--- src/obj_pkg.sv ---
package obj_pkg;

    // CPU data, table bytes, X positions and line numbers
    typedef logic [7:0] byte_t;

    // Address inside one 64-byte attribute bank
    typedef logic [5:0] tbl_addr_t;

    // Pixel or colour index
    typedef logic [3:0] pxl_t;

    // Palette bank from the attribute byte, then the pixel
    typedef logic [7:0] pal_addr_t;

    // Code, row within the sprite, half select
    typedef logic [12:0] rom_addr_t;

    typedef logic [31:0] rom_word_t;

    // One accepted sprite, scanner to draw engine
    typedef struct packed {
        byte_t      xpos;
        byte_t      attr;
        byte_t      code;
        logic [3:0] row;
    } draw_req_t;

    typedef enum logic [1:0] {
        scan_idle,
        scan_first,
        scan_second,
        scan_wait
    } scan_state_t;

    typedef enum logic [1:0] {
        draw_idle,
        draw_fetch,
        draw_shift
    } draw_state_t;

    localparam int table_entries = 24;
    localparam int max_drawn     = 24;
    localparam int min_xpos      = 24;
    localparam int sprite_h      = 16;
    // Left edge of the sprite relative to xpos
    localparam int x_offset      = 6;
    localparam int flip_span     = 15;

endpackage

--- src/obj_draw.sv ---
module obj_draw import obj_pkg::*; (
    input  logic      clk,
    input  logic      rst,
    input  logic      draw_start,
    input  draw_req_t draw_req,
    output logic      draw_busy,
    output rom_addr_t rom_addr,
    output logic      rom_cs,
    input  logic      rom_ok,
    input  rom_word_t rom_data,
    output pal_addr_t pal_addr,
    output byte_t     buf_addr,
    output logic      buf_we
);

    draw_state_t st;
    draw_req_t   req;
    rom_word_t   pxl_data;
    logic [2:0]  cnt;
    byte_t       wr_a;
    logic        shift_en;
    logic        hflip;
    byte_t       start_x;

    // Graphics word bit order: nibble k collects bits from four planes
    function automatic rom_word_t unpack_word(rom_word_t w);
        rom_word_t r;
        int        base;
        int        j;
        for (int k = 0; k < 8; k++) begin
            base = (k < 4) ? 0 : 16;
            j    = k % 4;
            r[4*k+3] = w[base + 8 + j];
            r[4*k+2] = w[base + 12 + j];
            r[4*k+1] = w[base + j];
            r[4*k]   = w[base + 4 + j];
        end
        return r;
    endfunction

    assign shift_en = st == draw_shift;
    assign hflip    = req.attr[6];
    assign pal_addr = {req.attr[3:0], pxl_data[3:0]};

    // Mirrored sprites start at the right edge and walk left
    assign start_x = draw_req.xpos + byte_t'(x_offset) +
                     (draw_req.attr[6] ? byte_t'(flip_span) : 8'd0);

    always_ff @(posedge clk or posedge rst) begin
        if (rst) begin
            st        <= draw_idle;
            draw_busy <= 1'b0;
            rom_cs    <= 1'b0;
            rom_addr  <= '0;
            cnt       <= '0;
            buf_we    <= 1'b0;
        end else begin
            // Write strobe trails by one cycle to meet the palette output
            buf_we <= shift_en;
            case (st)
                draw_idle: begin
                    if (draw_start) begin
                        rom_addr  <= {draw_req.code, draw_req.row, 1'b0};
                        rom_cs    <= 1'b1;
                        draw_busy <= 1'b1;
                        st        <= draw_fetch;
                    end
                end
                draw_fetch: begin
                    // Stall with a stable address until the ROM answers
                    if (rom_ok) begin
                        rom_cs <= 1'b0;
                        cnt    <= 3'd7;
                        st     <= draw_shift;
                    end
                end
                draw_shift: begin
                    cnt <= cnt - 3'd1;
                    if (cnt == 3'd0) begin
                        if (rom_addr[0]) begin
                            draw_busy <= 1'b0;
                            st        <= draw_idle;
                        end else begin
                            // Second half of the row
                            rom_addr[0] <= 1'b1;
                            rom_cs      <= 1'b1;
                            st          <= draw_fetch;
                        end
                    end
                end
                default: begin
                    st <= draw_idle;
                end
            endcase
        end
    end

    always_ff @(posedge clk) begin
        buf_addr <= wr_a;
        if (st == draw_idle && draw_start) begin
            req  <= draw_req;
            wr_a <= start_x;
        end
        if (st == draw_fetch && rom_ok) begin
            pxl_data <= unpack_word(rom_data);
        end
        if (shift_en) begin
            pxl_data <= pxl_data >> 4;
            wr_a     <= hflip ? wr_a - 8'd1 : wr_a + 8'd1;
        end
    end

    a_rom_hold: assert property (
        @(posedge clk) disable iff (rst)
        rom_cs && !rom_ok |=> rom_cs && $stable(rom_addr)
    ) else $error("ROM request dropped or changed before rom_ok");

endmodule

--- config.mk ---
export PLATFORM = sky130hd
export DESIGN_NAME = obj_draw
export DESIGN_NICKNAME = d
export VERILOG_FILES = /design/src/obj_pkg.sv /design/src/obj_draw.sv
export SDC_FILE = /design/constraint.sdc
export NUM_CORES = 1
export LEC_CHECK = 0
export BUFFER_PORTS_ARGS = -buffer_cell sky130_fd_sc_hd__buf_2
export CORE_ASPECT_RATIO = 1.2
export CORE_UTILIZATION = 25
export DETAILED_ROUTE_END_ITERATION = 16
export PLACE_DENSITY_LB_ADDON = 0.12
export SYNTH_ARGS = -nofsm -noshare
export SYNTH_HDL_FRONTEND = slang
export SYNTH_SLANG_ARGS = --single-unit
--- constraint.sdc ---
create_clock -name clk -period 3.8 [get_ports clk]
set_clock_uncertainty 0.1 [all_clocks]
set_input_delay 0.76 -clock clk [delete_from_list [all_inputs] [get_ports clk]]
set_output_delay 0.76 -clock clk [all_outputs]
set_load 0.02 [all_outputs]
==> results of run 1 <==
[routing by layer]
metal	vias up	part of all wire	global-route usage
met4	0	0.016	0.0533
met2	69	0.46	0.175
met3	8	0.061	0.0263
li1	1259	-	-
met1	1133	0.46	0.133
met5	-	0	0
[power groups by stage]
stage	sequential, mW	clock, mW	combinational (mW)
after floorplan	1.57	0	0.850
after global placement	1.45	0	1.28
after detailed placement	1.45	0	1.30
after CTS	1.44	0.941	1.30
after global routing	1.49	0.967	1.44
final	1.44	0.909	1.27
[how the worst max path moves through the flow]
stage	cells past startpoint	endpoint	start	slack, ns
final	10	wr_a[6]$_DFFE_PP_	draw_req[18]	1.23
after global routing	5	wr_a[6]$_DFFE_PP_	st[0]$_DFFE_PP0P_	1.00
after CTS	5	wr_a[6]$_DFFE_PP_	st[0]$_DFFE_PP0P_	1.19
after detailed placement	10	wr_a[6]$_DFFE_PP_	draw_req[18]	0.88
after global placement	12	wr_a[7]$_DFFE_PP_	draw_req[18]	0.92
after floorplan	11	wr_a[7]$_DFFE_PP_	draw_req[18]	1.24
[sequential cells by signal, summed over array words and instances (netlist names)]
name       count
pal_addr       4
buf_addr       8
rom_addr      13
st             2
cnt            3
buf_we         1
hflip          1
pxl_data      32
rom_cs         1
draw_busy      1
wr_a           8
[through the flow]
step / hold WS [ns] / cells / worst slack, ns / instance area (sq um) / util
final: 0.280 / 583 / 1.23 / 4390 / 0.327
after global routing: 0.301 / 583 / 1.00 / 4390 / 0.327
after CTS: 0.285 / 583 / 1.19 / 4390 / 0.327
after detailed placement: 0.272 / 567 / 0.881 / 4070 / 0.303
after global placement: 0.269 / 567 / 0.921 / 4070 / 0.303
after floorplan: 0.255 / 321 / 1.24 / 3490 / -
[final cells by class]
cell class,instances,area (sq um)
flip-flops and latches,74,2000
clock buffers,9,225
multi-input cells,215,1320
inverters,17,68.8
repair buffers,93,468
well taps,168,210
clock inverters,7,93.8
fillers,1380,9020
[layout by cell type (no fill, tap or decap), drive strengths merged, types with 2 or more instances in the layout]
cell / instances
xnor2: 6
dfrtp: 21
a31oi: 6
bufinv: 2
clkinvlp: 2
a21o: 2
mux2: 12
nand2b: 6
a21oi: 14
edfxtp: 41
inv: 17
o21a: 2
nor2: 9
clkinv: 3
clkbuf: 9
nand3: 3
xor2: 2
fa: 2
ha: 16
o21ai: 14
dfxtp: 12
nor2b: 6
nand3b: 2
buf: 93
o31a: 2
nand2: 99
[kinds of logic (layout without fill, tap and decap cells)]
group,Yosys count,count (layout)
DFF,74,74
adders and majority gates,18,18
and+or+nand+nor,132,132
xor gates and xnor gates,8,8
AOI/OAI and AO/OA,44,44
muxes,13,13
buffers and inverters,32,126
==> flow_summary.toml, run 1 <==
[grt]
grt_overflow = 0
grt_max_degree = 45
grt_use_total = 0.109
antenna_found_initial = 0
grt_pass1_wl_um = 12000
grt_pass1_vias = 2493

[power]
intPower_mw = 2.35
comb_power_share = 0.350
clkPwrFrac = 0.252
peakVddDrop_mv = 0.281
power_density_mw_per_mm2 = 824
power.leakage_nw = 2.03
swShare = 0.350
finalPower_mw = 3.61
p_seq_frac = 0.398
p_switching_mw = 1.27

[synth]
ys_ff_latch = 74
synth_compound_area_frac = 0.0742
synth_top_family_by_area = "simple AND/OR/NAND/NOR gates"
synth-edff-count = 41
syn_area_per_cell_sq_um = 10.9
yosysTopAreaCellShare = 0.353
synthMuxAreaShare = 0.0513
ys_seq_area_frac = 0.572
synth_warnings = 0
synth_xor_area_frac = 0.0201
synthCells = 321
synthesis.nets = 403
yosysTopAreaCell = "edfxtp_1"
synthAdderAreaFrac = 0.0688
ys_top_cells_by_area = "edfxtp_1 (35%), dfrtp_1 (15%), nand2_1 (11%)"
syn-cell-area_sq_mm = 0.00349
yosys.area_share.simple = 0.165
synth.most_common_cell = "nand2_1"
ys_dominant_reg_cell = "edfxtp_1"
ys_top_cells_by_count = "nand2_1 (99), edfxtp_1 (41), dfrtp_1 (21)"
synth.distinct_cells = 42
synthArstFlopShare = 0.284

[clock_network]
cts_max_level = 3
cts.path.max_buffers = 2
root_buffer = "clkbuf_16"
cts_hold_buf = 0
cts_resized = 0
cts.sinks = 74
cts_tree = "yes"
postCtsSetupRepairBufs = 0
clk_latency_ns = 0.33
cts_buffers = 9
clk_pin_slew_ns = 0.05

[worst_setup_path]
r2r-end = "wr_a[6]$_DFFE_PP_"
ff2ff_setup_slack_ns = 1.28
reg2reg_depth = 5
worstSetupEndpointType = "flop"
crit_chain = "buf_2 -> inv_1 -> ha_1 -> inv_1 -> ha_1 -> a21o_1 -> a211oi_1 -> o21ai_0 -> o31a_1 -> and3_1"
worst-setup-path-type = "in -> reg"
critical-path-top-delay-family = "compound AO/OA/AOI/OAI gates"
cp.required_ns = 3.78
cp.buffers_inverters = 3
critPathMaxFanout = 4
max_stage_delay_ns = 0.33
crit-reg2reg-launch = "st[0]$_DFFE_PP0P_"
cp_data_arrival_time_ns = 2.55
slowest_stage = "ha_1"
setup.worst_path.start_class = "input pin"

[routing]
wl_per_cell_um = 12.4
vias = 2469
drt-initial-drc-count = 78
drtAntennaViolNets = 0
drc = 0
vias_per_cell = 4.23
drt-total-wl_um = 7250
dr.pass1.iters = 4

[floorplanning]
die_h_um = 131
initial_core_util = 0.260
die_x_um = 110
fp-row-count = 46
core_sq_mm = 0.0134
dieArea_sq_mm = 0.0144
num_io_pins = 96

[min_path]
worst_hold_path.endpoint = "buf_addr[6]$_DFF_P_"
whs_path_depth = 0
worst_hold_startpoint = "wr_a[6]$_DFFE_PP_"
worst_hold_path_type = "reg -> reg"

[finish]
diodes = 0
layout-drive-gt1-share = 0.304
syn2layout_area_growth_pct = 25.6
nets = 492

[timing]
min_period_ns = 2.57
hold_viol = 0
tightest_slew_ns = 0.804
max_freq_mhz = 389
setup_viol = 0
max_slew_margin = 0.464
drv_slew = 0
finalSetupTns_ns = 0
fin_crit_sh = 0.676
grt_setup_unrepaired = "false"

[place]
gp_congestion = 0.699
port_buffers = 92
hpwl_um = 4880

[run_status]
outcome = "finished, final reports clean"

[flow_run]
drv_cap = 0
Power figures use the tool's default switching activity.
==> run 2: changes to the inputs <==
--- a/config.mk
+++ b/config.mk
@@ -5,6 +5,7 @@
 export SDC_FILE = /design/constraint.sdc
 export NUM_CORES = 1
 export LEC_CHECK = 0
+export ABC_AREA = 1
 export BUFFER_PORTS_ARGS = -buffer_cell sky130_fd_sc_hd__buf_2
 export CORE_ASPECT_RATIO = 1.2
 export CORE_UTILIZATION = 25
==> constraint.sdc (replaced) <==
create_clock -name clk -period 2.07 [get_ports clk]
set_clock_uncertainty 0.1 [all_clocks]
set_input_delay 0.414 -clock clk [delete_from_list [all_inputs] [get_ports clk]]
set_output_delay 0.414 -clock clk [all_outputs]
set_load 0.02 [all_outputs]
==> run 2 against run 1 <==
Die area is 0.56% lower. Critical path type is now reg -> reg. Clock-buffer cell count is 3 higher. Sequential power is 81% higher. Core utilization grew 0.71 points.
==> flow_summary.toml, run 2 <==
[worst_setup_path]
cp.required_ns = 2.05
ff2ff_setup_slack_ns = 0.13
startpoint = "hflip$_DFFE_PP_"
r2r-end = "wr_a[7]$_DFFE_PP_"
setup.worst_path.start_class = "flop"
crit-reg2reg-launch = "hflip$_DFFE_PP_"
reg2reg_depth = 6
cp_data_arrival_time_ns = 1.92
critPathMaxFanout = 8
worstSetupEndpointType = "flop"
worst-setup-path-type = "reg -> reg"

[timing]
max_slew_margin = 0.717
hold_viol = 0
tightest_slew_ns = 0.423
min_period_ns = 1.94
drv_slew = 0
fin_crit_sh = 0.937
max_freq_mhz = 516
setup_viol = 0

[routing]
drt-total-wl_um = 7550
vias_per_cell = 4.11
drtAntennaViolNets = 0
drc = 0
wl_per_cell_um = 11.6
dr.pass1.iters = 4
drt-initial-drc-count = 68
vias = 2668

[synth]
synthesis.nets = 456
synth.most_common_cell = "nand2_1"
synth.distinct_cells = 27
ys_top_cells_by_count = "nand2_1 (161), edfxtp_1 (41), inv_1 (36)"
ys_top_cells_by_area = "edfxtp_1 (35%), nand2_1 (17%), dfrtp_1 (15%)"
ys_dominant_reg_cell = "edfxtp_1"
ys_seq_area_frac = 0.575
synth-edff-count = 41
synthCells = 374
synth_warnings = 0
yosysTopAreaCellShare = 0.355
syn-cell-area_sq_mm = 0.00347
syn_area_per_cell_sq_um = 9.28
yosysTopAreaCell = "edfxtp_1"
synthArstFlopShare = 0.284
ys_ff_latch = 74

[place]
hpwl_um = 5340
gp_congestion = 0.683
port_buffers = 92
dpl_cell_area_sq_mm = 0.00415

[power]
power_density_mw_per_mm2 = 1500
power.leakage_nw = 2.25
peakVddDrop_mv = 0.494

[grt]
grt_use_total = 0.112
grt_pass1_wl_um = 12200
grt_pass1_vias = 2647
grt_max_degree = 31
grt_overflow = 0
antenna_found_initial = 0

[floorplanning]
dieArea_sq_mm = 0.0144
die_h_um = 131
initial_core_util = 0.259
die_x_um = 110
fp-row-count = 46
num_io_pins = 96
core_sq_mm = 0.0134

[flow_run]
drv_cap = 0

[finish]
syn2layout_area_growth_pct = 29.1
layout-drive-gt1-share = 0.285
largest_register_ffs = 32
postLayoutCoreUtil = 0.334
nets = 558
diodes = 0
layout_common_cells = "nand2_1 (159), buf_2 (92), edfxtp_1 (41), inv_1 (36), dfrtp_1 (21)"
reg_top3 = "pxl_data: 32 flops, rom_addr: 13 flops"
regMostFlops = "pxl_data"
final_common_cell = "nand2_1"
fin_area_sq_mm = 0.00448

[clock_network]
clk_pin_slew_ns = 0.06
cts_max_level = 3
root_buffer = "clkbuf_16"
cts.sinks = 74
clk_latency_ns = 0.33
cts_buffers = 9
cts_hold_buf = 0
cts.path.max_buffers = 2
cts_tree = "yes"

[min_path]
worst_hold_path_type = "in -> async"

[run_status]
outcome = "finished, final reports clean"
-- run 2: cell types whose count changed after synthesis, moves of 5 or more --
cell / previous run / this run
inv_1: 15 / 36
nand3_1: 3 / 13
mux2_4: 9 / 0
buf_4: 4 / 9
nand2_1: 99 / 161
nor2b_1: 6 / 0
a31oi_1: 6 / 0
-- run 2: how the worst max path moves through the flow --
stage                                   end  cells past startpoint
after floorplan           wr_a[7]$_DFFE_PP_                     12
after global placement    wr_a[5]$_DFFE_PP_                     13
final                     wr_a[7]$_DFFE_PP_                      6
after detailed placement  wr_a[5]$_DFFE_PP_                     13
after CTS                 wr_a[6]$_DFFE_PP_                     10
after global routing      wr_a[6]$_DFFE_PP_                     10
-- run 2: metrics by stage --
stage               instances  setup TNS [ns]  hold WS, ns  worst slack (ns)  total power [mW]
global placement          631          -0.669        0.272            -0.190              5.12
floorplan                 374               0        0.255            0.0212              4.42
finish                    649               0      0.00545             0.131              6.71
global route              649        -0.00279       0.0329          -0.00279              7.25
CTS                       647               0      0.00250            0.0926              6.78
detailed placement        631          -0.829        0.272            -0.227              5.16
-- run 2: cell type report --
| cell class | count | area, sq um |
|---|---|---|
| timing repair buffer | 105 | 583 |
| sequential | 74 | 2000 |
| clock buffer | 12 | 246 |
| inverter | 41 | 154 |
| clock inverter | 4 | 51.3 |
| fill | 1401 | 8930 |
| multi-input combinational | 245 | 1240 |
| tap | 168 | 210 |
-- run 2: power breakdown --
group / switching, mW / total, mW / leakage, nW / internal, mW
sequential: 0.244 / 2.61 / 0.744 / 2.36
combinational: 1.64 / 2.53 / 1.37 / 0.889
clock: 0.601 / 1.57 / 0.143 / 0.970
-- run 2: critical path, cell delays in order (launching register included) --
cell and delay [ns]:
edfxtp_1 0.54, ha_1 0.36, or2_2 0.31, nand3_1 0.15, nand3_1 0.09, nand3_1 0.09
nand2_1 0.05
-- run 2: routing by layer --
layer  track usage  vias up  share of wire
met5             0        -              0
met2         0.185       68           0.47
met3        0.0356       10          0.055
met1         0.131     1199           0.46
met4        0.0573        0          0.018
li1              -     1391              -
-- run 2: timing repair --
item / 4_1_cts / 5_1_grt
gates resized for setup: 0 / 4
endpoints found under the setup margin: 0 / 4
setup buffers: 0 / 2
-- run 2: kinds of logic (layout without fill, tap and decap cells) --
group | Yosys count | count (layout) | share of synthesized area
buf+inv | 55 | 162 | 0.0746
xor+xnor | 4 | 4 | 0.0101
simple gates | 192 | 192 | 0.224
compound gates | 31 | 31 | 0.0465
flops | 74 | 74 | 0.575
fa+ha+maj | 18 | 18 | 0.0692
