`src/obj_pkg.sv`:
```
package obj_pkg;

    // CPU data, table bytes, X positions and line numbers
    typedef logic [7:0] byte_t;

    // Address inside one 64-byte attribute bank
    typedef logic [5:0] tbl_addr_t;

    // Pixel or colour index
    typedef logic [3:0] pxl_t;

    // Palette bank from the attribute byte, then the pixel
    typedef logic [7:0] pal_addr_t;

    // Code, row within the sprite, half select
    typedef logic [12:0] rom_addr_t;

    typedef logic [31:0] rom_word_t;

    // One accepted sprite, scanner to draw engine
    typedef struct packed {
        byte_t      xpos;
        byte_t      attr;
        byte_t      code;
        logic [3:0] row;
    } draw_req_t;

    typedef enum logic [1:0] {
        scan_idle,
        scan_first,
        scan_second,
        scan_wait
    } scan_state_t;

    typedef enum logic [1:0] {
        draw_idle,
        draw_fetch,
        draw_shift
    } draw_state_t;

    localparam int table_entries = 24;
    localparam int max_drawn     = 24;
    localparam int min_xpos      = 24;
    localparam int sprite_h      = 16;
    // Left edge of the sprite relative to xpos
    localparam int x_offset      = 6;
    localparam int flip_span     = 15;

endpackage

```
`src/obj_palette.sv`:
```
module obj_palette import obj_pkg::*; (
    input  logic      clk,
    input  logic      prog_en,
    input  pal_addr_t prog_addr,
    input  pxl_t      prog_data,
    input  pal_addr_t rd_addr,
    output pxl_t      q
);

    pxl_t mem [2**$bits(pal_addr_t)];

    // Loaded once by the prog port before video starts
    always_ff @(posedge clk) begin
        if (prog_en) begin
            mem[prog_addr] <= prog_data;
        end
    end

    always_ff @(posedge clk) begin
        q <= mem[rd_addr];
    end

endmodule

```
`config.mk`:
```
export PLATFORM = sky130hd
export DESIGN_NAME = obj_palette
export DESIGN_NICKNAME = d
export VERILOG_FILES = /design/src/obj_pkg.sv /design/src/obj_palette.sv
export SDC_FILE = /design/constraint.sdc
export NUM_CORES = 1
export LEC_CHECK = 0
export BUFFER_PORTS_ARGS = -buffer_cell sky130_fd_sc_hd__buf_4
export CORE_MARGIN = 2
export CORE_UTILIZATION = 35
export CTS_CLUSTER_SIZE = 40
export DETAILED_ROUTE_END_ITERATION = 10
export MAX_ROUTING_LAYER = met4
export PLACE_DENSITY = 0.5
export SKIP_CTS_REPAIR_TIMING = 1
export SYNTH_ARGS = -nofsm -noshare
export SYNTH_HDL_FRONTEND = slang
export SYNTH_SLANG_ARGS = --single-unit
```
`constraint.sdc`:
```
create_clock -name clk -period 3.8 [get_ports clk]
set_input_delay 0.95 -clock clk [delete_from_list [all_inputs] [get_ports clk]]
set_output_delay 0.95 -clock clk [all_outputs]
set_load 0.02 [all_outputs]
```
==> impl.org, run 1 <==
** Placed design
- At the end of routability-driven placement, the weighted congestion stood at 0.7903.
- Worst setup slack before clock tree synthesis :: 0.1359 ns
- Input and output buffers added on the ports amount to 25.
- After legalization and detailed placement, the total HPWL measured 65.58 mm.
- Once placement completed, the tool counted placed cells totaling 3574.

** Critical path
- Crit path launch :: rd_addr[1]
- Start-to-end type of the worst setup path :: in -> reg
- Path depth of the worst reg2reg path :: 7
- CP Launch Type :: input port
- Crit Reg-Reg Startpoint :: mem[179][0]
- The worst setup path is captured at a register.
- The worst register-to-register path has a setup slack of 1.32 ns.
- The worst register-to-register path ends at q[0].
- Data arrives at the worst endpoint at 3.43 ns.
- Data required time of the critical path :: 4.34 ns
- Worst-path fanout max :: 44
- Worst setup path endpoint :: q[2]

** Synthesis
- After synthesis, the share of flip-flops with an asynchronous set or reset is 0%.
- Top flip-flop cell by instance count after synthesis :: sky130_fd_sc_hd__edfxtp_1
- Synthesis instantiated 42 different standard cells from the library.
- Post-Synth Simple-Gate Area :: 4.731%
- Number of flops mapped to enable cells by yosys :: 1024
- Summing the areas of all xor and xnor instances in the mapped netlist gives 0% of the synthesized area.
- The Yosys step of the flow raised 0 warnings.
- Share of synthesized area occupied by flip-flops and latches :: 75.79%
- By area, the combinational part of the netlist is dominated by multiplexers.
- Proportion of synthesized area in mux cells :: 15.61%
- Post-synthesis share of cell area spent on full adders, half adders and majority gates :: 0%
- Netlist area before placement :: 40680 um2
- Syn_area_per_cell :: 19.83 um2
- Gate count after technology mapping :: 2051
- After synthesis the netlist holds a flip-flop and latch count of 1028.
- Share of the synthesized area in compound gates (AO/OA/AOI/OAI) :: 2.153%
- Counting every net in the synthesized netlist gives 2073.

** Floorplan
- Placeable core region :: 115700 um2
- Row generation in the floorplan step produced 125 rows.
- The die covers 119000 um2.
- I/O pin cnt :: 26
- Starting Density :: 35.14%
- The floorplan step set the die height to 344.9 um.
- The die is 344.9 um wide.

** CTS
- Counting the buffers created by CTS gives 108.
- Latest clock arrival within the worst-skew pair :: 0.69 ns
- TritonCTS built the clock tree.
- The tree is rooted in a sky130_fd_sc_hd__clkbuf_16.
- Number of clock sinks seen by CTS :: 1028
- CTS built an H-tree with a depth of 3.
- Maximum clock path buffer count :: 3
- After clock tree synthesis, the clock-pin slew on the worst setup and hold paths is 0.06 ns.

** Pwr
- Sequential cells burn 51.3% of the power.
- PD cells :: 521.7 nW/um2
- Pleak :: 14.36 nW
- Switching share of power :: 21.12%
- Cell internal power was estimated by the tool at 0.01924 W.
- VDD sags by at most 464.5 uV.
- In this run the power spent charging and discharging nets is 0.005151 W.
- Clock network fraction of design power :: 43.7%
- Combinational group share of total power :: 5.0%

** STA
- Transition time at the pin with the least slew margin :: 0.8230 ns
- Measured against its own limit, the worst slew margin works out to 45.00%.
- Clock skew after layout :: 0.02418 ns
- In the final timing run, aggregate negative setup slack is 0 ns.
- Post-route minimum period :: 2.891 ns
- The final critical path takes up 76.07% of the cycle.
- FMAX :: 346.0 MHz
- Unrepaired setup endpoints after global routing :: no
- Final hold violations :: 0
- Number of pins with negative max-slew slack in the final report :: 0
- Setup violations remaining at the end of the flow were counted as 0.
- Setup slack of the critical path after layout :: 0.9094 ns

** Drt
- Once detail routing completed, the nets flagged for antenna violations numbered 0.
- DR pass1 iterations :: 5
- After detailed routing, the number of remaining DRC violations is 0.
- Sum of routed wire length over all layers :: 102.9 mm
- The detailed router placed 20210 vias in this run.
- Average wire per standard cell :: 27.23 um
- First DRT Iteration DRCs :: 2273
- After detailed routing, the number of vias per cell comes to 5.351.

** Global routing
- Pin count of the biggest net entering global routing :: 88
- Summed over all layers, the global routing overflow is 0.
- Global routing used 18.08% of the available tracks across all layers.
- The via count of the first global-routing pass is 21120.
- Global-route wire length before repair :: 149.5 mm
- The initial antenna violation count was 6.

** Run
- Maxcap violations :: 0

** Layout
- Of the cells placed in the final design, the portion with a size suffix greater than 1 is 24.66%.
- Number of filler cells placed in the layout :: 10250
- Area Growth Syn to Fin :: 14.94%
- Nets :: 2182
- Once layout is complete, the cells apart from fillers number 3777.

** Run status
- The run finished with clean final reports.

** Hold path
- The path class of the tightest hold or removal check is in -> reg.
-- power by group through the flow --
stage	clock, W	sequential [W]	combinational [W]
global route	0.0113	0.0125	0.00130
CTS	0.0109	0.0125	0.00124
floorplan	0	0.0128	0.000642
detailed placement	0	0.0128	0.00124
finish	0.0107	0.0125	0.00121
global placement	0	0.0128	0.00122
-- synth_stat cells (16+ instances only) --
| master | count | area (um2) |
|---|---|---|
| sky130_fd_sc_hd__mux4_2 | 250 | 5630 |
| sky130_fd_sc_hd__nand2_1 | 55 | 206.5 |
| sky130_fd_sc_hd__nor2_1 | 275 | 1032 |
| sky130_fd_sc_hd__o21ai_0 | 16 | 80.08 |
| sky130_fd_sc_hd__a22oi_1 | 32 | 240.2 |
| sky130_fd_sc_hd__mux2i_1 | 65 | 650.6 |
| sky130_fd_sc_hd__edfxtp_1 | 1024 | 30750 |
| sky130_fd_sc_hd__buf_2 | 20 | 100.1 |
| sky130_fd_sc_hd__nor2b_1 | 26 | 162.7 |
| sky130_fd_sc_hd__clkbuf_1 | 68 | 255.2 |
| sky130_fd_sc_hd__nand3_1 | 39 | 195.2 |
| sky130_fd_sc_hd__buf_6 | 19 | 214.0 |
-- cell usage in the layout, fill, tap and decap left out, types with 7 or more instances in the layout --
cell                        instances
sky130_fd_sc_hd__a2111oi_0          7
sky130_fd_sc_hd__a211oi_1           7
sky130_fd_sc_hd__a21oi_1           13
sky130_fd_sc_hd__a221oi_1           8
sky130_fd_sc_hd__a22oi_1           32
sky130_fd_sc_hd__buf_12            22
sky130_fd_sc_hd__buf_4             99
sky130_fd_sc_hd__bufinv_16         15
sky130_fd_sc_hd__clkbuf_1          12
sky130_fd_sc_hd__clkbuf_16        109
sky130_fd_sc_hd__clkinv_1          21
sky130_fd_sc_hd__clkinv_2          29
sky130_fd_sc_hd__edfxtp_1        1024
sky130_fd_sc_hd__mux2i_1           65
sky130_fd_sc_hd__mux4_2           250
sky130_fd_sc_hd__nand2_1           55
sky130_fd_sc_hd__nand2b_1          12
sky130_fd_sc_hd__nand3_1           39
sky130_fd_sc_hd__nand4_1           15
sky130_fd_sc_hd__nor2_1           275
sky130_fd_sc_hd__nor2b_1           26
sky130_fd_sc_hd__nor3_1             7
sky130_fd_sc_hd__o211ai_1          13
sky130_fd_sc_hd__o21ai_0           16
sky130_fd_sc_hd__o221ai_1           8
sky130_fd_sc_hd__o22ai_1           10
-- critical path, stage by stage --
cell	delay (ns)
sky130_fd_sc_hd__buf_8	0.29
sky130_fd_sc_hd__buf_12	0.31
sky130_fd_sc_hd__buf_4	0.36
sky130_fd_sc_hd__mux4_2	0.36
sky130_fd_sc_hd__nand2_1	0.09
sky130_fd_sc_hd__a21oi_1	0.06
sky130_fd_sc_hd__nor3_1	0.43
sky130_fd_sc_hd__and4_1	0.37
sky130_fd_sc_hd__o211ai_1	0.12
-- routing by layer --
layer | vias to the layer above | track usage [%] | routed length (um)
met2 | 709 | 28.14 | 49260
met3 | 181 | 3.342 | 6755
met4 | 0 | 5.799 | 3317
met1 | 10690 | 24.12 | 43520
met5 | - | - | 0
li1 | 8633 | - | -
-- cells by family (layout without fill, tap and decap cells) --
| kind of cell | Yosys count | in the layout |
|---|---|---|
| mux | 321 | 321 |
| other cells | 0 | 2 |
| buf+inv | 130 | 330 |
| flops | 1028 | 1028 |
| simple gates | 447 | 447 |
| compound gates | 125 | 125 |
-- worst min-delay path by stage --
stage / start / to / slack [ns] / cells past startpoint
2_1_floorplan: mem[68][0] / q[0] / 0.72 / 6
3_3_place_gp: mem[69][2] / q[2] / 0.87 / 6
3_5_place_dp: mem[69][2] / q[2] / 0.86 / 6
4_1_cts: prog_data[1] / mem[157][1] / 0.70 / 1
5_1_grt: prog_data[2] / mem[171][2] / 0.72 / 1
6_report: prog_data[2] / mem[171][2] / 0.71 / 1
-- state kept, by name, summed over array words and instances (netlist names) --
signal and cells:
mem 1024, q 4
-- stage by stage --
| step | instance area, um2 | hold slack, ns | power [W] | utilization (%) |
|---|---|---|---|---|
| 2_1_floorplan | 40680 | 0.7203 | 0.01340 | - |
| 3_3_place_gp | 43150 | 0.8699 | 0.01399 | 37.28 |
| 3_5_place_dp | 43150 | 0.8617 | 0.01400 | 37.28 |
| 4_1_cts | 46750 | 0.7041 | 0.02464 | 40.39 |
| 5_1_grt | 46750 | 0.7245 | 0.02515 | 40.39 |
| 6_report | 46750 | 0.7131 | 0.02439 | 40.40 |
-- cell type report --
class	count	area [um2]	area share, %
Clock buffer	122	2786	5.960
Clock inverter	79	809.5	1.732
Timing Repair Buffer	127	1259	2.692
Inverter	2	7.507	0.01606
Tap cell	1524	1907	4.079
Antenna cell	2	5.005	0.01070
Multi-Input combinational cell	893	9149	19.57
Sequential cell	1028	30830	65.94
No activity file was read; power rests on OpenSTA's default activity.
==> run 2, diff against run 1 <==
- ABC_AREA: unset -> 1
- clock period: 3.8 -> 2.71 ns (I/O delays scaled with it)
==> run 2 against run 1 <==
Combinational power is 84% higher. Synthesized cell count is 81% higher. Hold slack worse by 0.45 ns. Clock skew is 0.0035 ns lower. Register-to-register slack worse by 0.27 ns. Non-clock buffer count is 66 higher. Power is 45% higher. Sequential share of layout area is 3.4 points lower. Global-route usage is 2.0 points higher. Critical path type is now reg -> out. Sequential power is 41% higher. Via count is 39% higher. Critical path depth is 8 lower.
==> impl.org, run 2 <==
** Global routing
- The initial antenna violation count is 6 (unchanged).
- Vias in the first global route :: 27510 (+30%)
- The global-route wire length before repair came to 182.2 mm (+22%).
- Pin count of the biggest net entering global routing :: 109 (+24%)
- The overall fraction of global-route tracks in use was 20.03% (+2.0 points).
- The total congestion overflow after global routing was 0 (unchanged).

** Placed design
- GPL Wtd Cong :: 0.8502 (+7.6%)
- The post-placement cell area is 45500 um2 (+5.4%).
- The total half-perimeter wirelength after legalization and detailed placement is 73.59 mm (+12%).
- Worst setup slack before clock tree synthesis :: -0.07254 ns (-0.2085 ns)
- The count of buffers from port buffering is 25 (unchanged).
- The number of placed instances, taps included came to 5282 (+48%).

** Critical path
- Start-to-end type of the worst setup path :: reg -> out
- Path depth of the worst reg2reg path :: 10 (+3)
- The worst setup path is launched from a register.
- Walking the worst path, the cells encountered are buf_4.
- The endpoint identified for the worst register-to-register timing path is q[3].
- CP arrival :: 1.51 ns (-1.92 ns)
- The delay contributed by the slowest stage of the critical path is 0.58 ns (+0.15 ns).
- The top fanout value on the critical path was 1 (-98%).
- Cell with the biggest individual delay on the critical path :: sky130_fd_sc_hd__dfxtp_1
- In this run the critical register-to-register path is launched from mem[136][3].
- Worst setup path endpoint :: q[1]
- WP depth :: 1 (-8)
- Number of buffers and inverters on the critical path :: 1 (-2)
- Capturing element type of the critical path :: output pin
- Data required time of the critical path :: 2.03 ns (-2.31 ns)
- Crit path launch :: q[1]
- The setup slack of the most critical reg-to-reg path came to 1.05 ns (-0.27 ns).
- Broken down by cell family, the worst path's largest delay share belongs to flip-flops.

** Run
- Maxcap violations :: 0 (unchanged)

** Synthesis
- The most common cell in the synthesized netlist is sky130_fd_sc_hd__nand2_1.
- Proportion of netlist area held by the largest area contributor :: 71.80% (-3.8 points)
- The area of the mapped netlist came to 42820 um2 (+5.3%).
- The commonest cells after synthesis are sky130_fd_sc_hd__nand2_1, sky130_fd_sc_hd__edfxtp_1, sky130_fd_sc_hd__nand3_1.
- By area the synthesized netlist is led by sky130_fd_sc_hd__edfxtp_1, sky130_fd_sc_hd__nand3_1, sky130_fd_sc_hd__nand2_1.
- Yosys warning total :: 0 (unchanged)
- Syn_area_per_cell :: 11.51 um2 (-42%)
- Share of synthesized area occupied by flip-flops and latches :: 71.99% (-3.8 points)
- The biggest area contributor in the post-synthesis netlist is sky130_fd_sc_hd__edfxtp_1.
- Asr flop ratio synth :: 0% (unchanged)
- Number of flops mapped to enable cells by yosys :: 1024 (unchanged)
- Register bit total from synthesis :: 1028 (unchanged)
- Top flip-flop cell by instance count after synthesis :: sky130_fd_sc_hd__edfxtp_1
- Netlist cell types :: 14 (-67%)
- The cell count after synthesis was 3720 (+81%).
- The number of nets in the synthesized netlist is 3742 (+81%).

** STA
- The number of hold violations in the final report came to 0 (unchanged).
- The number of setup violations in the final report came to 0 (unchanged).
- Max transition margin :: 52.39% (+7.4 points)
- Transition time at the pin with the least slew margin :: 0.7133 ns (-0.1097 ns)
- For this run, the top clock speed supported by timing is 456.2 MHz.
- Clock skew after layout :: 0.02071 ns (-0.003476 ns)
- The worst path uses 80.88% of the clock period.
- Setup slack of the critical path after layout :: 0.5180 ns (-0.3914 ns)
- Number of pins with negative max-slew slack in the final report :: 0 (unchanged)
- Post-route minimum period :: 2.192 ns
- Unrepaired setup endpoints after global routing :: no

** Floorplan
- Placeable core region :: 121600 um2 (+5.0%)
- Starting Density :: 35.23% (+0.085 points)
- DIE AREA :: 125200 um2 (+5.2%)
- Die Width :: 353.8 um (+2.6%)
- Std cell rows :: 128 (+2.4%)
- The die height is 353.8 um (+2.6%).
- The count of boundary I/O pins is 26 (unchanged).

** Pwr
- The static power due to leakage was 17.11 nW (+19%).
- PnR Total Power :: 0.03543 W (+45%)
- PD cells :: 719.2 nW/um2 (+38%)
- The maximum vdd ir drop is 523.6 uV (+13%).

** CTS
- The worst-case clock buffer depth came to 3 (unchanged).
- The tree is rooted in a sky130_fd_sc_hd__clkbuf_16.
- The clock-pin slew reported for the worst setup and hold paths after clock tree synthesis came to 0.06 ns (about the same).
- The maximum level of the CTS H-tree was 3 (unchanged).
- The CTS sink count is 1028 (unchanged).
- The later-pin clock latency in the skew report is 0.72 ns (+0.03 ns).
- Clock buffer count from CTS :: 110 (+1.9%)
- TritonCTS clock tree :: yes

** Layout
- Area Growth Syn to Fin :: 15.02% (about the same)
- The post-route cell area is 49260 um2 (+5.4%).
- Final standard cell count with taps included and fillers excluded :: 5492 (+45%)
- Largest registers ranked by flip-flop count :: mem x1024, q x4
- The flip-flop count of the largest register after layout is 1024 (unchanged).
- The core occupancy in the finished layout is 40.52% (+0.13 points).
- Register ranked first by flip-flop count :: mem
- Nets :: 3791 (+74%)
- Fraction of layout instances using a drive strength above 1 :: 9.521% (-15 points)
- Most frequent cells in the layout :: sky130_fd_sc_hd__nand2_1, sky130_fd_sc_hd__edfxtp_1, sky130_fd_sc_hd__nand3_1
- Leaving out fill and tap cells, the most frequent cell in the layout is sky130_fd_sc_hd__nand2_1.
- Number of filler cells placed in the layout :: 11490 (+12%)

** Hold path
- Worst Hold Class :: in -> reg

** Drt
- The count of antenna-violating nets left after detailed routing is 0 (unchanged).
- Vias after detailed routing :: 28190 (+39%)
- First DRT Iteration DRCs :: 2895 (+27%)
- Average wire per standard cell :: 22.25 um (-18%)
- Sum of routed wire length over all layers :: 122.2 mm (+19%)
- Detailed-route vias per instance :: 5.132 (-4.1%)
- The residual DRC count is 0 (unchanged).
- The first-pass detailed-route iteration total was 5 (unchanged).

** Run status
- The flow ran to the end, and the final reports show no timing, DRC or antenna violations.
run 2: routing by layer:
metal	up-vias	global-route usage, %	part of all wire [%]
li1	13170	-	-
met1	13920	28.36	46
met2	935	29.88	45
met3	170	3.459	7.2
met4	0	5.047	2.3
met5	-	-	0
run 2: how the worst min path moves through the flow:
stage	end	cells after the start	start
after floorplan	mem[0][0]	0	prog_data[0]
after global placement	q[3]	10	mem[28][3]
after detailed placement	q[0]	3	rd_addr[7]
after CTS	q[0]	3	rd_addr[7]
after global routing	q[0]	3	rd_addr[7]
final	q[0]	3	rd_addr[7]
run 2: layout make-up:
type / count / area, um2 / area share [%]
clock buffer: 136 / 2944 / 5.977
multi-input combinational: 2397 / 10230 / 20.77
clock inverter: 72 / 807.0 / 1.638
timing repair buffer: 193 / 2232 / 4.532
antenna: 2 / 5.005 / 0.01016
sequential: 1028 / 30830 / 62.59
inverter: 39 / 172.7 / 0.3505
tap: 1625 / 2033 / 4.128
run 2: per-stage QoR:
stage	TNS [ns]	hold WS [ns]
4_1_cts	0	0.2076
2_1_floorplan	0	0.7764
6_report	0	0.2633
5_1_grt	0	0.2361
3_3_place_gp	-0.06112	0.9925
3_5_place_dp	-0.07442	0.9800
run 2: power breakdown:
group          switching, W  leakage [nW]  internal, W
logic               0.00160          6.04     0.000638
clock network       0.00639          1.83      0.00924
registers         0.0000336          9.24       0.0175
run 2: cell families (layout without fill, tap and decap cells):
group         count (synthesis)  in the layout  share of synthesized area (%)
buf+inv                     295            440                          4.117
flops                      1028           1028                          71.99
other cells                   0              2                              0
simple gates               2397           2397                          23.89
