## config.mk

```make
export PLATFORM = sky130hd
export DESIGN_NAME = obj_scan
export DESIGN_NICKNAME = d
export VERILOG_FILES = /design/src/obj_pkg.sv /design/src/obj_scan.sv
export SDC_FILE = /design/constraint.sdc
export NUM_CORES = 1
export LEC_CHECK = 0
export BUFFER_PORTS_ARGS = -buffer_cell sky130_fd_sc_hd__buf_2
export CAP_MARGIN = 30
export CORE_MARGIN = 3
export CORE_UTILIZATION = 55
export CTS_BUF_LIST = sky130_fd_sc_hd__clkbuf_2
export DETAILED_ROUTE_END_ITERATION = 10
export GPL_ROUTABILITY_DRIVEN = 0
export GPL_TIMING_DRIVEN = 0
export PLACE_DENSITY_LB_ADDON = 0.2
export REMOVE_ABC_BUFFERS = 1
export SLEW_MARGIN = 20
export SYNTH_ARGS = -nofsm -noshare
export SYNTH_HDL_FRONTEND = slang
export SYNTH_SLANG_ARGS = --single-unit
```

## constraint.sdc

```tcl
create_clock -name clk -period 2.9 [get_ports clk]
set_input_delay 0.435 -clock clk [delete_from_list [all_inputs] [get_ports clk]]
set_output_delay 0.435 -clock clk [all_outputs]
set_load 0.005 [all_outputs]
```

## src/obj_pkg.sv

```systemverilog
package obj_pkg;

    // CPU data, table bytes, X positions and line numbers
    typedef logic [7:0] byte_t;

    // Address inside one 64-byte attribute bank
    typedef logic [5:0] tbl_addr_t;

    // Pixel or colour index
    typedef logic [3:0] pxl_t;

    // Palette bank from the attribute byte, then the pixel
    typedef logic [7:0] pal_addr_t;

    // Code, row within the sprite, half select
    typedef logic [12:0] rom_addr_t;

    typedef logic [31:0] rom_word_t;

    // One accepted sprite, scanner to draw engine
    typedef struct packed {
        byte_t      xpos;
        byte_t      attr;
        byte_t      code;
        logic [3:0] row;
    } draw_req_t;

    typedef enum logic [1:0] {
        scan_idle,
        scan_first,
        scan_second,
        scan_wait
    } scan_state_t;

    typedef enum logic [1:0] {
        draw_idle,
        draw_fetch,
        draw_shift
    } draw_state_t;

    localparam int table_entries = 24;
    localparam int max_drawn     = 24;
    localparam int min_xpos      = 24;
    localparam int sprite_h      = 16;
    // Left edge of the sprite relative to xpos
    localparam int x_offset      = 6;
    localparam int flip_span     = 15;

endpackage

```

## src/obj_scan.sv

```systemverilog
module obj_scan import obj_pkg::*; (
    input  logic      clk,
    input  logic      rst,
    input  logic      hinit,
    input  byte_t     vrender,
    output tbl_addr_t scan_addr,
    input  byte_t     hi_q,
    input  byte_t     lo_q,
    input  logic      draw_busy,
    output logic      draw_start,
    output draw_req_t draw_req
);

    scan_state_t st;
    logic [4:0]  entry;
    logic [4:0]  drawn;
    logic        pending;
    logic        last;
    byte_t       cur_xpos;
    byte_t       cur_attr;
    byte_t       spr_y;
    byte_t       row_raw;
    logic        inzone;
    logic        accept;

    // Odd byte is addressed only while the even byte arrives
    assign scan_addr = {entry, st == scan_first};

    // Y is stored inverted in the low bank
    assign spr_y   = ~lo_q;
    assign row_raw = vrender - spr_y - 8'd1;
    assign inzone  = vrender >= spr_y &&
                     {1'b0, vrender} < {1'b0, spr_y} + 9'(sprite_h);
    assign accept  = inzone && cur_xpos > byte_t'(min_xpos) &&
                     drawn < 5'(max_drawn);

    always_ff @(posedge clk or posedge rst) begin
        if (rst) begin
            st         <= scan_idle;
            entry      <= '0;
            drawn      <= '0;
            pending    <= 1'b0;
            last       <= 1'b0;
            draw_start <= 1'b0;
        end else begin
            draw_start <= 1'b0;
            if (hinit) begin
                // New line, walk the table from entry 0
                st      <= scan_wait;
                entry   <= '0;
                drawn   <= '0;
                pending <= 1'b0;
                last    <= 1'b0;
            end else begin
                case (st)
                    scan_idle: begin
                        st <= scan_idle;
                    end
                    scan_first: begin
                        st <= scan_second;
                    end
                    scan_second: begin
                        if (accept) begin
                            pending <= 1'b1;
                            drawn   <= drawn + 5'd1;
                        end
                        last  <= entry == 5'(table_entries - 1);
                        entry <= entry + 5'd1;
                        st    <= scan_wait;
                    end
                    scan_wait: begin
                        // Hold the even address so the next read stays valid
                        if (pending) begin
                            if (!draw_busy) begin
                                draw_start <= 1'b1;
                                pending    <= 1'b0;
                            end
                        end else if (last) begin
                            st <= scan_idle;
                        end else begin
                            st <= scan_first;
                        end
                    end
                    default: begin
                        st <= scan_idle;
                    end
                endcase
            end
        end
    end

    always_ff @(posedge clk) begin
        if (st == scan_first) begin
            cur_xpos <= hi_q;
            cur_attr <= lo_q;
        end
        if (st == scan_second && accept) begin
            draw_req.xpos <= cur_xpos;
            draw_req.attr <= cur_attr;
            draw_req.code <= hi_q;
            // Bit 7 of attr is vflip
            draw_req.row  <= row_raw[3:0] ^ {4{cur_attr[7]}};
        end
    end

    // The draw engine only ever sees a start when it is free
    a_start_when_free: assert property (
        @(posedge clk) disable iff (rst) draw_start |-> !draw_busy
    ) else $error("draw_start while draw engine busy");

endmodule

```

==> metrics.yaml, run 1 <==
status:
  status: "finished clean"
global_route:
  overflow: 0
  grt_pass1_wl_um: 6690
  grt_use_total_pct: 16.5
  antenna_found_initial: 0
  grt_pass1_vias: 1506
  grt_max_degree: 29
sta:
  maxSlewViolCount: 0
  worst-slew-pin-transition_ps: 740
  final_hold_viol_count: 0
  finClkSkew_ps: 15.8
  finalSetupViolations: 0
  layout_min_cycle_time_ps: 2450
  rsz0062_at_grt: "no"
  fin_tns_setup_ps: 0
  fin_crit_sh_pct: 84.5
  max_slew_margin_pct: 50.6
  finalWorstSetupSlack_ps: 450
  max_freq_mhz: 408
worst_setup_path:
  crit_path_max_incr_delay_ps: 570
  cp_max_fo: 28
  critPathKind: "in2reg"
  cp_common_cell: "ha_1"
  required_ps: 3000
  reg2reg_slack_ps: 640
  start_kind: "input port"
  slowest_stage: "nor2_4"
  setup.worst_path.end_class: "flip-flop"
  crit_arrival_ps: 2550
  path_cells: "buf_2 > inv_1 > ha_1 > xor2_1 > ha_1 > a21o_1 > a21oi_1 > o2111ai_1 > nand2b_4 > nor2_4"
yosys:
  ys_seq_area_share_pct: 66.0
  ys_warn_count: 0
  ys_ff_latch: 59
  synth_area_um2: 2570
  syn_avg_cell_area_um2: 14.5
  syn_inst: 177
  synth.distinct_cells: 40
finish:
  syn_to_final_growth_pct: 20.3
  fin_cells: 306
  final_nets: 297
  drive_above_1_share_pct: 33.5
  layout_commonest_cell: "buf_2"
  final_cell_mix: "62 x buf_2, 44 x edfxtp_1, 19 x ha_1"
  diodes: 0
run:
  drv_cap: 0
floorplanning:
  core_area_um2: 4440
  io_pins: 63
  start_util_pct: 57.9
  die_h_um: 74.4
  rows: 24
  die_w_um: 74.4
  die-area_um2: 5530
power_and_ir_drop:
  max-vdd-ir-drop_mv: 0.309
  p_leak_nw: 1.39
  power-per-cell-area_nw_per_um2: 693
  power_mw: 2.14
route:
  dr.pass1.iters: 4
  vias_per_cell: 5.27
  wl_um: 4160
  drtIter0Drc: 71
  routedWlPerCell_um: 13.6
  route.detailed.drc: 0
  vias: 1613
  ant_nets: 0
placed_design:
  place_ws_ps: -56.3
  dp_hpwl_um: 3130
  port_buffers: 62
  dp_cells: 289
clock_tree:
  cts.path.max_buffers: 2
  clk_latency_ps: 460
  cts.sinks: 59
  root_buffer: "clkbuf_2"
  cts_tree: "built"
  cts_buffers: 9
  clkTransAtPathRegs_ps: 180
  cts-htree-levels: 3
  postCtsSetupRepairBufs: 0
hold_path:
  hold_path_class: "in2reg"
==> flip-flops by register name, summed over array words and instances (netlist names) <==
| register | flops |
|---|---|
| cur_xpos | 8 |
| last | 1 |
| entry | 5 |
| st | 2 |
| drawn | 5 |
| draw_req | 28 |
| cur_attr | 8 |
| draw_start | 1 |
| pending | 1 |
==> cells by family after synthesis <==
| logic type | share of synthesized area [%] |
|---|---|
| AO/OA/AOI/OAI | 8.80 |
| XOR/XNOR | 4.09 |
| adder cells (fa/ha/maj) | 10.0 |
| buffers and inverters | 2.38 |
| flip-flops | 66.0 |
| multiplexers | 0.973 |
| AND/OR/NAND/NOR | 7.78 |
==> layout make-up <==
cell class	instances	area [um2]
inverters	12	45.0
clock inverters	7	100
multi-input cells	104	822
well taps	52	65.1
clock buffers	9	45.0
repair buffers	63	320
fillers	338	1350
flip-flops and latches	59	1700
==> worst max-delay path: cells and delay by family <==
kind	cells	cell delay, ps
AND/OR/NAND/NOR	2	790
AO/OA/AOI/OAI	3	480
adder cells (fa/ha/maj)	2	510
buffers and inverters	2	190
XOR/XNOR	1	150
==> power by group <==
group	switching, mW	internal [mW]	leakage [nW]
clock network	0.312	0.292	0.0864
registers	0.0608	1.09	0.605
logic	0.234	0.161	0.694
==> synth_stat cells <==
cell	n	share of area (%)
edfxtp_1	44	51
ha_1	19	9.2
dfrtp_1	15	15
inv_1	12	1.8
a21oi_1	9	1.8
nor2_1	8	1.2
xor2_1	8	2.7
nand2_1	7	1.0
a21o_1	6	1.8
o21ai_0	6	1.2
xnor2_1	4	1.4
nand3_1	3	0.58
nand4_1	3	0.73
nor3_1	3	0.58
o21ai_1	3	0.58
and3_1	2	0.49
nor2b_1	2	0.49
a211oi_2	1	0.49
a22o_1	1	0.34
a311oi_1	1	0.34
a31oi_1	1	0.24
and2_1	1	0.24
and4b_1	1	0.39
buf_2	1	0.19
buf_6	1	0.44
fa_1	1	0.78
mux2_4	1	0.58
mux2i_1	1	0.39
nand2b_1	1	0.24
nand2b_4	1	0.53
nand3b_1	1	0.29
nor3b_2	1	0.49
o2111ai_1	1	0.34
o21a_4	1	0.58
o21ai_2	1	0.34
o22ai_1	1	0.24
o311ai_1	1	0.34
o31ai_1	1	0.29
or3_1	1	0.24
or4_1	1	0.29
==> per-stage QoR <==
| step | hold slack (ps) | instance area, um2 | utilization [%] |
|---|---|---|---|
| 2_1_floorplan | 336 | 2560 | - |
| 3_3_place_gp | 402 | 2930 | 66.0 |
| 3_5_place_dp | 405 | 2940 | 66.1 |
| 4_1_cts | 85.3 | 3090 | 69.6 |
| 5_1_grt | 81.3 | 3090 | 69.6 |
| 6_report | 125 | 3090 | 69.6 |
==> timing repair <==
item                      in CTS  in global routing
hold buffers                   1                  0
hold endpoints to repair      12                  0
resized for setup              0                  0
==> worst paths after layout <==
check	to	cells past startpoint	start
setup / recovery	draw_req[14]$_DFFE_PP_	10	lo_q[4]
min in group asynchronous	pending$_DFFE_PP0P_	3	rst
hold / removal	draw_start$_DFF_PP0_	2	draw_busy
hold reg to reg	draw_req[18]$_DFFE_PP_	0	cur_attr[6]$_DFFE_PP_
max in group asynchronous	drawn[3]$_DFFE_PP0P_	3	rst
setup reg to reg	draw_req[14]$_DFFE_PP_	5	st[0]$_DFFE_PP0P_
==> routing by layer <==
| metal | track usage, % | share of wire [%] |
|---|---|---|
| met2 | 26.2 | 50 |
| met3 | 4.86 | 6.1 |
| met5 | 0 | 0 |
| met1 | 20.1 | 42 |
| met4 | 9.49 | 1.9 |
No activity file was read; power rests on OpenSTA's default activity.
==> run 2, diff against run 1 <==
Clock period 2.9 ns to 2.3 ns, I/O delays scaled along.
==> metrics.yaml, run 2 (synthesized netlist as in run 1, its figures left out) <==
status:
  status: "finished clean"
sta:
  finClkSkew_ps: 15.9
  max_freq_mhz: 466
  fin_crit_sh_pct: 93.3
  maxSlewViolCount: 0
  max_slew_margin_pct: 62.0
  finalSetupViolations: 0
  worst-slew-pin-transition_ps: 569
  finalWorstSetupSlack_ps: 153
  layout_min_cycle_time_ps: 2150
  rsz0062_at_grt: "no"
  final_hold_viol_count: 0
floorplanning:
  die-area_um2: 5530
  die_w_um: 74.4
  die_h_um: 74.4
  io_pins: 63
  core_area_um2: 4440
  start_util_pct: 57.9
  rows: 24
route:
  route.detailed.drc: 0
  wl_um: 4270
  ant_nets: 0
  vias_per_cell: 5.25
  wirelength_met1_um: 1890
  drtIter0Drc: 68
  vias: 1627
  wl_met2_um: 2050
  routedWlPerCell_um: 13.8
  dr.pass1.iters: 4
  highest_layer: "met4"
  wl_met3_um: 241
run:
  drv_cap: 0
finish:
  top_register: "draw_req"
  layout_commonest_cell: "buf_2"
  postLayoutCoreUtil_pct: 70.6
  syn_to_final_growth_pct: 22.0
  drive_above_1_share_pct: 33.7
  final_cell_mix: "62 x buf_2, 44 x edfxtp_1, 18 x ha_1"
  largest_reg_flops: 28
  diodes: 0
  final_nets: 301
  reg_top3: "draw_req: 28 flops, cur_attr: 8 flops, cur_xpos: 8 flops"
clock_tree:
  cts.path.max_buffers: 2
  postCtsSetupRepairBufs: 0
  cts_buffers: 9
  cts.sinks: 59
  cts-htree-levels: 3
  root_buffer: "clkbuf_2"
  clkTransAtPathRegs_ps: 180
  cts_tree: "built"
  clk_latency_ps: 460
power_and_ir_drop:
  power-per-cell-area_nw_per_um2: 868
  max-vdd-ir-drop_mv: 0.396
  p_leak_nw: 1.40
  power_mw: 2.72
worst_setup_path:
  slowest_stage: "or4_1"
  cp_top_family: "simple AND/OR/NAND/NOR gates"
  crit_path_max_incr_delay_ps: 480
  reg2reg_slack_ps: 250
  setup.worst_path.end_class: "flip-flop"
  cp_max_fo: 8
  start_kind: "input port"
  crit_buf_inv: 2
  path_cells: "buf_2 > inv_1 > ha_1 > xor2_1 > ha_1 > a21o_1 > a21oi_1 > o2111ai_1 > nand2b_4 > or4_1 > a21oi_1"
  critPathKind: "in2reg"
  required_ps: 2690
  crit_arrival_ps: 2530
global_route:
  overflow: 0
  grt_pass1_vias: 1512
  grt_pass1_wl_um: 6810
  grt_use_total_pct: 16.9
  grt_max_degree: 18
  antenna_found_initial: 0
placed_design:
  dp_hpwl_um: 3130
  place_ws_ps: -566
  port_buffers: 62
hold_path:
  hold_path_class: "in2reg"
run 2: timing repair:
| item | 4_1_cts | 5_1_grt |
|---|---|---|
| resized for setup | 1 | 1 |
| endpoints found under the hold margin | 16 | 3 |
| pin swaps | 1 | 0 |
| hold buffers | 2 | 2 |
| cloned | 1 | 0 |
| setup endpoints to repair | 28 | 1 |
run 2: area by class of cell:
cell class                 count  area [um2]
multi-input combinational    105         836
tap                           52        65.1
timing repair buffer          66         350
sequential                    59        1700
clock buffer                   9        45.0
inverter                      12        45.0
clock inverter                 7         100
fill                         333        1310
run 2: metrics by stage:
| stage | TNS, ps | hold WS [ps] | instances | instance area (um2) |
|---|---|---|---|---|
| after CTS | 0 | 19.4 | 308 | 3120 |
| after global routing | 0 | -0.315 | 310 | 3140 |
| after floorplan | -25250 | 246 | 175 | 2560 |
| after detailed placement | -16520 | 405 | 289 | 2940 |
| final | 0 | 57.9 | 310 | 3140 |
| after global placement | -45460 | 402 | 289 | 2930 |
run 2: report_power, final:
group          internal, mW  total [mW]  switching (mW)  leakage [nW]
Combinational         0.213       0.520           0.307         0.706
Clock                 0.368       0.760           0.393        0.0864
Sequential             1.37        1.44          0.0775         0.605
run 2: worst paths after layout:
kind,cells after the start,to,start
worst min-delay path,1,draw_req[5]$_DFFE_PP_,hi_q[1]
worst max-delay path,11,drawn[3]$_DFFE_PP0P_,lo_q[4]
worst min register to register,0,draw_req[18]$_DFFE_PP_,cur_attr[6]$_DFFE_PP_
min in group asynchronous,3,entry[0]$_DFFE_PP0P_,rst
max in group asynchronous,3,drawn[3]$_DFFE_PP0P_,rst
worst max register to register,6,drawn[3]$_DFFE_PP0P_,st[0]$_DFFE_PP0P_
run 2: worst register-to-register path, delay by kind of cell, from the launching register on:
kind / cells / cell delay [ps]
AO/OA/AOI/OAI: 2 / 360
adder cells (fa/ha/maj): 1 / 360
buffers and inverters: 1 / 100
flip-flops: 1 / 440
AND/OR/NAND/NOR: 2 / 730
run 2: metal layers:
metal,GRT usage [%],vias to the layer above
li1,-,813
met1,20.7,760
met2,26.6,44
met3,5.00,10
met4,9.88,0
met5,0,-
==> run 3, diff against run 2 <==
Settings changed: CORE_UTILIZATION 55 to 45.
==> metrics.yaml, run 3 (synthesized netlist as in run 1, its figures left out) <==
worst_setup_path:
  crit_arrival_ps: 2500
  cp_top_family: "simple AND/OR/NAND/NOR gates"
  slowest_stage: "or4_1"
  setup.worst_path.end_class: "flip-flop"
  path_cells: "buf_2 > inv_1 > ha_1 > xor2_1 > ha_1 > a21o_1 > a21oi_1 > o2111ai_1 > nand2b_4 > or4_1 > a21oi_1"
  start_kind: "input port"
  critPathKind: "in2reg"
  crit_path_max_incr_delay_ps: 470
  required_ps: 2710
  cp_max_fo: 7
  crit_buf_inv: 2
power_and_ir_drop:
  p_int_mw: 1.95
  p_leak_nw: 1.40
  p_sw_mw: 0.749
  seq_power_share_pct: 53.6
  p_sw_share_pct: 27.8
  power-per-cell-area_nw_per_um2: 856
  combPwrFrac_pct: 19.8
  max-vdd-ir-drop_mv: 0.512
  clkPwrFrac_pct: 26.7
finish:
  fillers: 455
  fin_area_um2: 3150
  final_nets: 300
  fin_cells: 327
  seqCellArea_um2: 1700
  final_cell_mix: "62 x buf_2, 44 x edfxtp_1, 18 x ha_1"
  reg_top3: "draw_req: 28 flops, cur_attr: 8 flops, cur_xpos: 8 flops"
  top_register: "draw_req"
  layout_commonest_cell: "buf_2"
  diodes: 0
  largest_reg_flops: 28
  syn_to_final_growth_pct: 22.4
  drive_above_1_share_pct: 34.2
  multi_input_comb_area_um2: 825
floorplanning:
  rows: 26
  die_h_um: 81.6
  start_util_pct: 48.5
  die-area_um2: 6660
  die_w_um: 81.6
  io_pins: 63
  core_area_um2: 5300
placed_design:
  dp_hpwl_um: 3460
  dp_cells: 308
  dpl-instance-area_um2: 2990
  port_buffers: 62
clock_tree:
  cts.path.max_buffers: 2
  cts_tree: "built"
  clk_latency_ps: 460
  cts_buffers: 9
  root_buffer: "clkbuf_2"
  cts-htree-levels: 3
  cts.sinks: 59
  clkTransAtPathRegs_ps: 160
hold_path:
  hold_path_class: "in2reg"
sta:
  max_slew_margin_pct: 61.5
  finClkSkew_ps: 23.3
  maxSlewViolCount: 0
  holdWs_ps: 59.0
  finalSetupViolations: 0
  rsz0062_at_grt: "no"
  fin_crit_sh_pct: 91.0
  max_freq_mhz: 478
  layout_min_cycle_time_ps: 2090
  final_hold_viol_count: 0
  worst-slew-pin-transition_ps: 577
global_route:
  grt_use_total_pct: 15.4
  grt_max_degree: 21
  overflow: 0
  antenna_found_initial: 0
  grt_pass1_vias: 1566
  grt_pass1_wl_um: 7450
route:
  wl_um: 4600
  vias_per_cell: 4.93
  dr.pass1.iters: 4
  drtIter0Drc: 69
  ant_nets: 0
  routedWlPerCell_um: 14.1
  route.detailed.drc: 0
  vias: 1611
run:
  drv_cap: 0
status:
  status: "finished clean"
-- run 3: power by group through the flow --
| stage | Combinational [mW] | Sequential, mW | Clock, mW |
|---|---|---|---|
| 3_5_place_dp | 0.525 | 1.47 | 0 |
| 5_1_grt | 0.608 | 1.46 | 0.797 |
| 3_3_place_gp | 0.489 | 1.47 | 0 |
| 6_report | 0.533 | 1.44 | 0.719 |
| 2_1_floorplan | 0.324 | 1.46 | 0 |
| 4_1_cts | 0.530 | 1.45 | 0.737 |
-- run 3: per-stage QoR --
| step | utilization, % | setup TNS (ps) | setup slack [ps] | total power [mW] |
|---|---|---|---|---|
| 2_1_floorplan | - | -25250 | -902 | 1.79 |
| 3_3_place_gp | 55.7 | -47490 | -1680 | 1.96 |
| 3_5_place_dp | 56.4 | -10950 | -411 | 2.00 |
| 4_1_cts | 59.2 | 0 | 51.4 | 2.72 |
| 5_1_grt | 59.4 | 0 | 80.9 | 2.87 |
| 6_report | 59.4 | 0 | 207 | 2.70 |
-- run 3: layout make-up --
class	count	area share, %
clock buffers	10	1.59
clock inverters	6	2.54
multi-input cells	104	26.2
repair buffers	66	11.6
flip-flops and latches	59	53.9
inverters	12	1.43
well taps	70	2.78
-- run 3: worst register-to-register path: stages (launching register included) --
cell	delay (ps)
dfrtp_1	430
inv_1	100
ha_1	370
o2111ai_1	200
nand2b_4	220
or4_1	470
a21oi_1	140
-- run 3: worst paths after layout --
kind	start	endpoint	slack [ps]	cells after the start
min in group asynchronous	rst	drawn[2]$_DFFE_PP0P_	470	3
worst min-delay path	hi_q[2]	cur_xpos[2]$_DFFE_PP_	60	1
max in group asynchronous	rst	entry[3]$_DFFE_PP0P_	1450	3
worst max register to register	st[0]$_DFFE_PP0P_	drawn[3]$_DFFE_PP0P_	310	6
worst min register to register	cur_attr[3]$_DFFE_PP_	draw_req[15]$_DFFE_PP_	410	0
worst max-delay path	lo_q[4]	drawn[3]$_DFFE_PP0P_	210	11
-- run 3: metal layers --
metal	wire (um)	part of all wire, %	up-vias	global-route usage [%]
met4	55	1.2	0	6.48
met5	0	0	-	0
met3	270	5.9	4	4.93
met1	2190	48	754	19.9
li1	-	-	808	-
met2	2080	45	45	23.9
-- run 3: what timing repair did --
item,CTS,global route
setup endpoints to repair,0,13
hold buffers,2,0
resized for setup,0,1
setup buffers,0,1
hold endpoints to repair,16,0
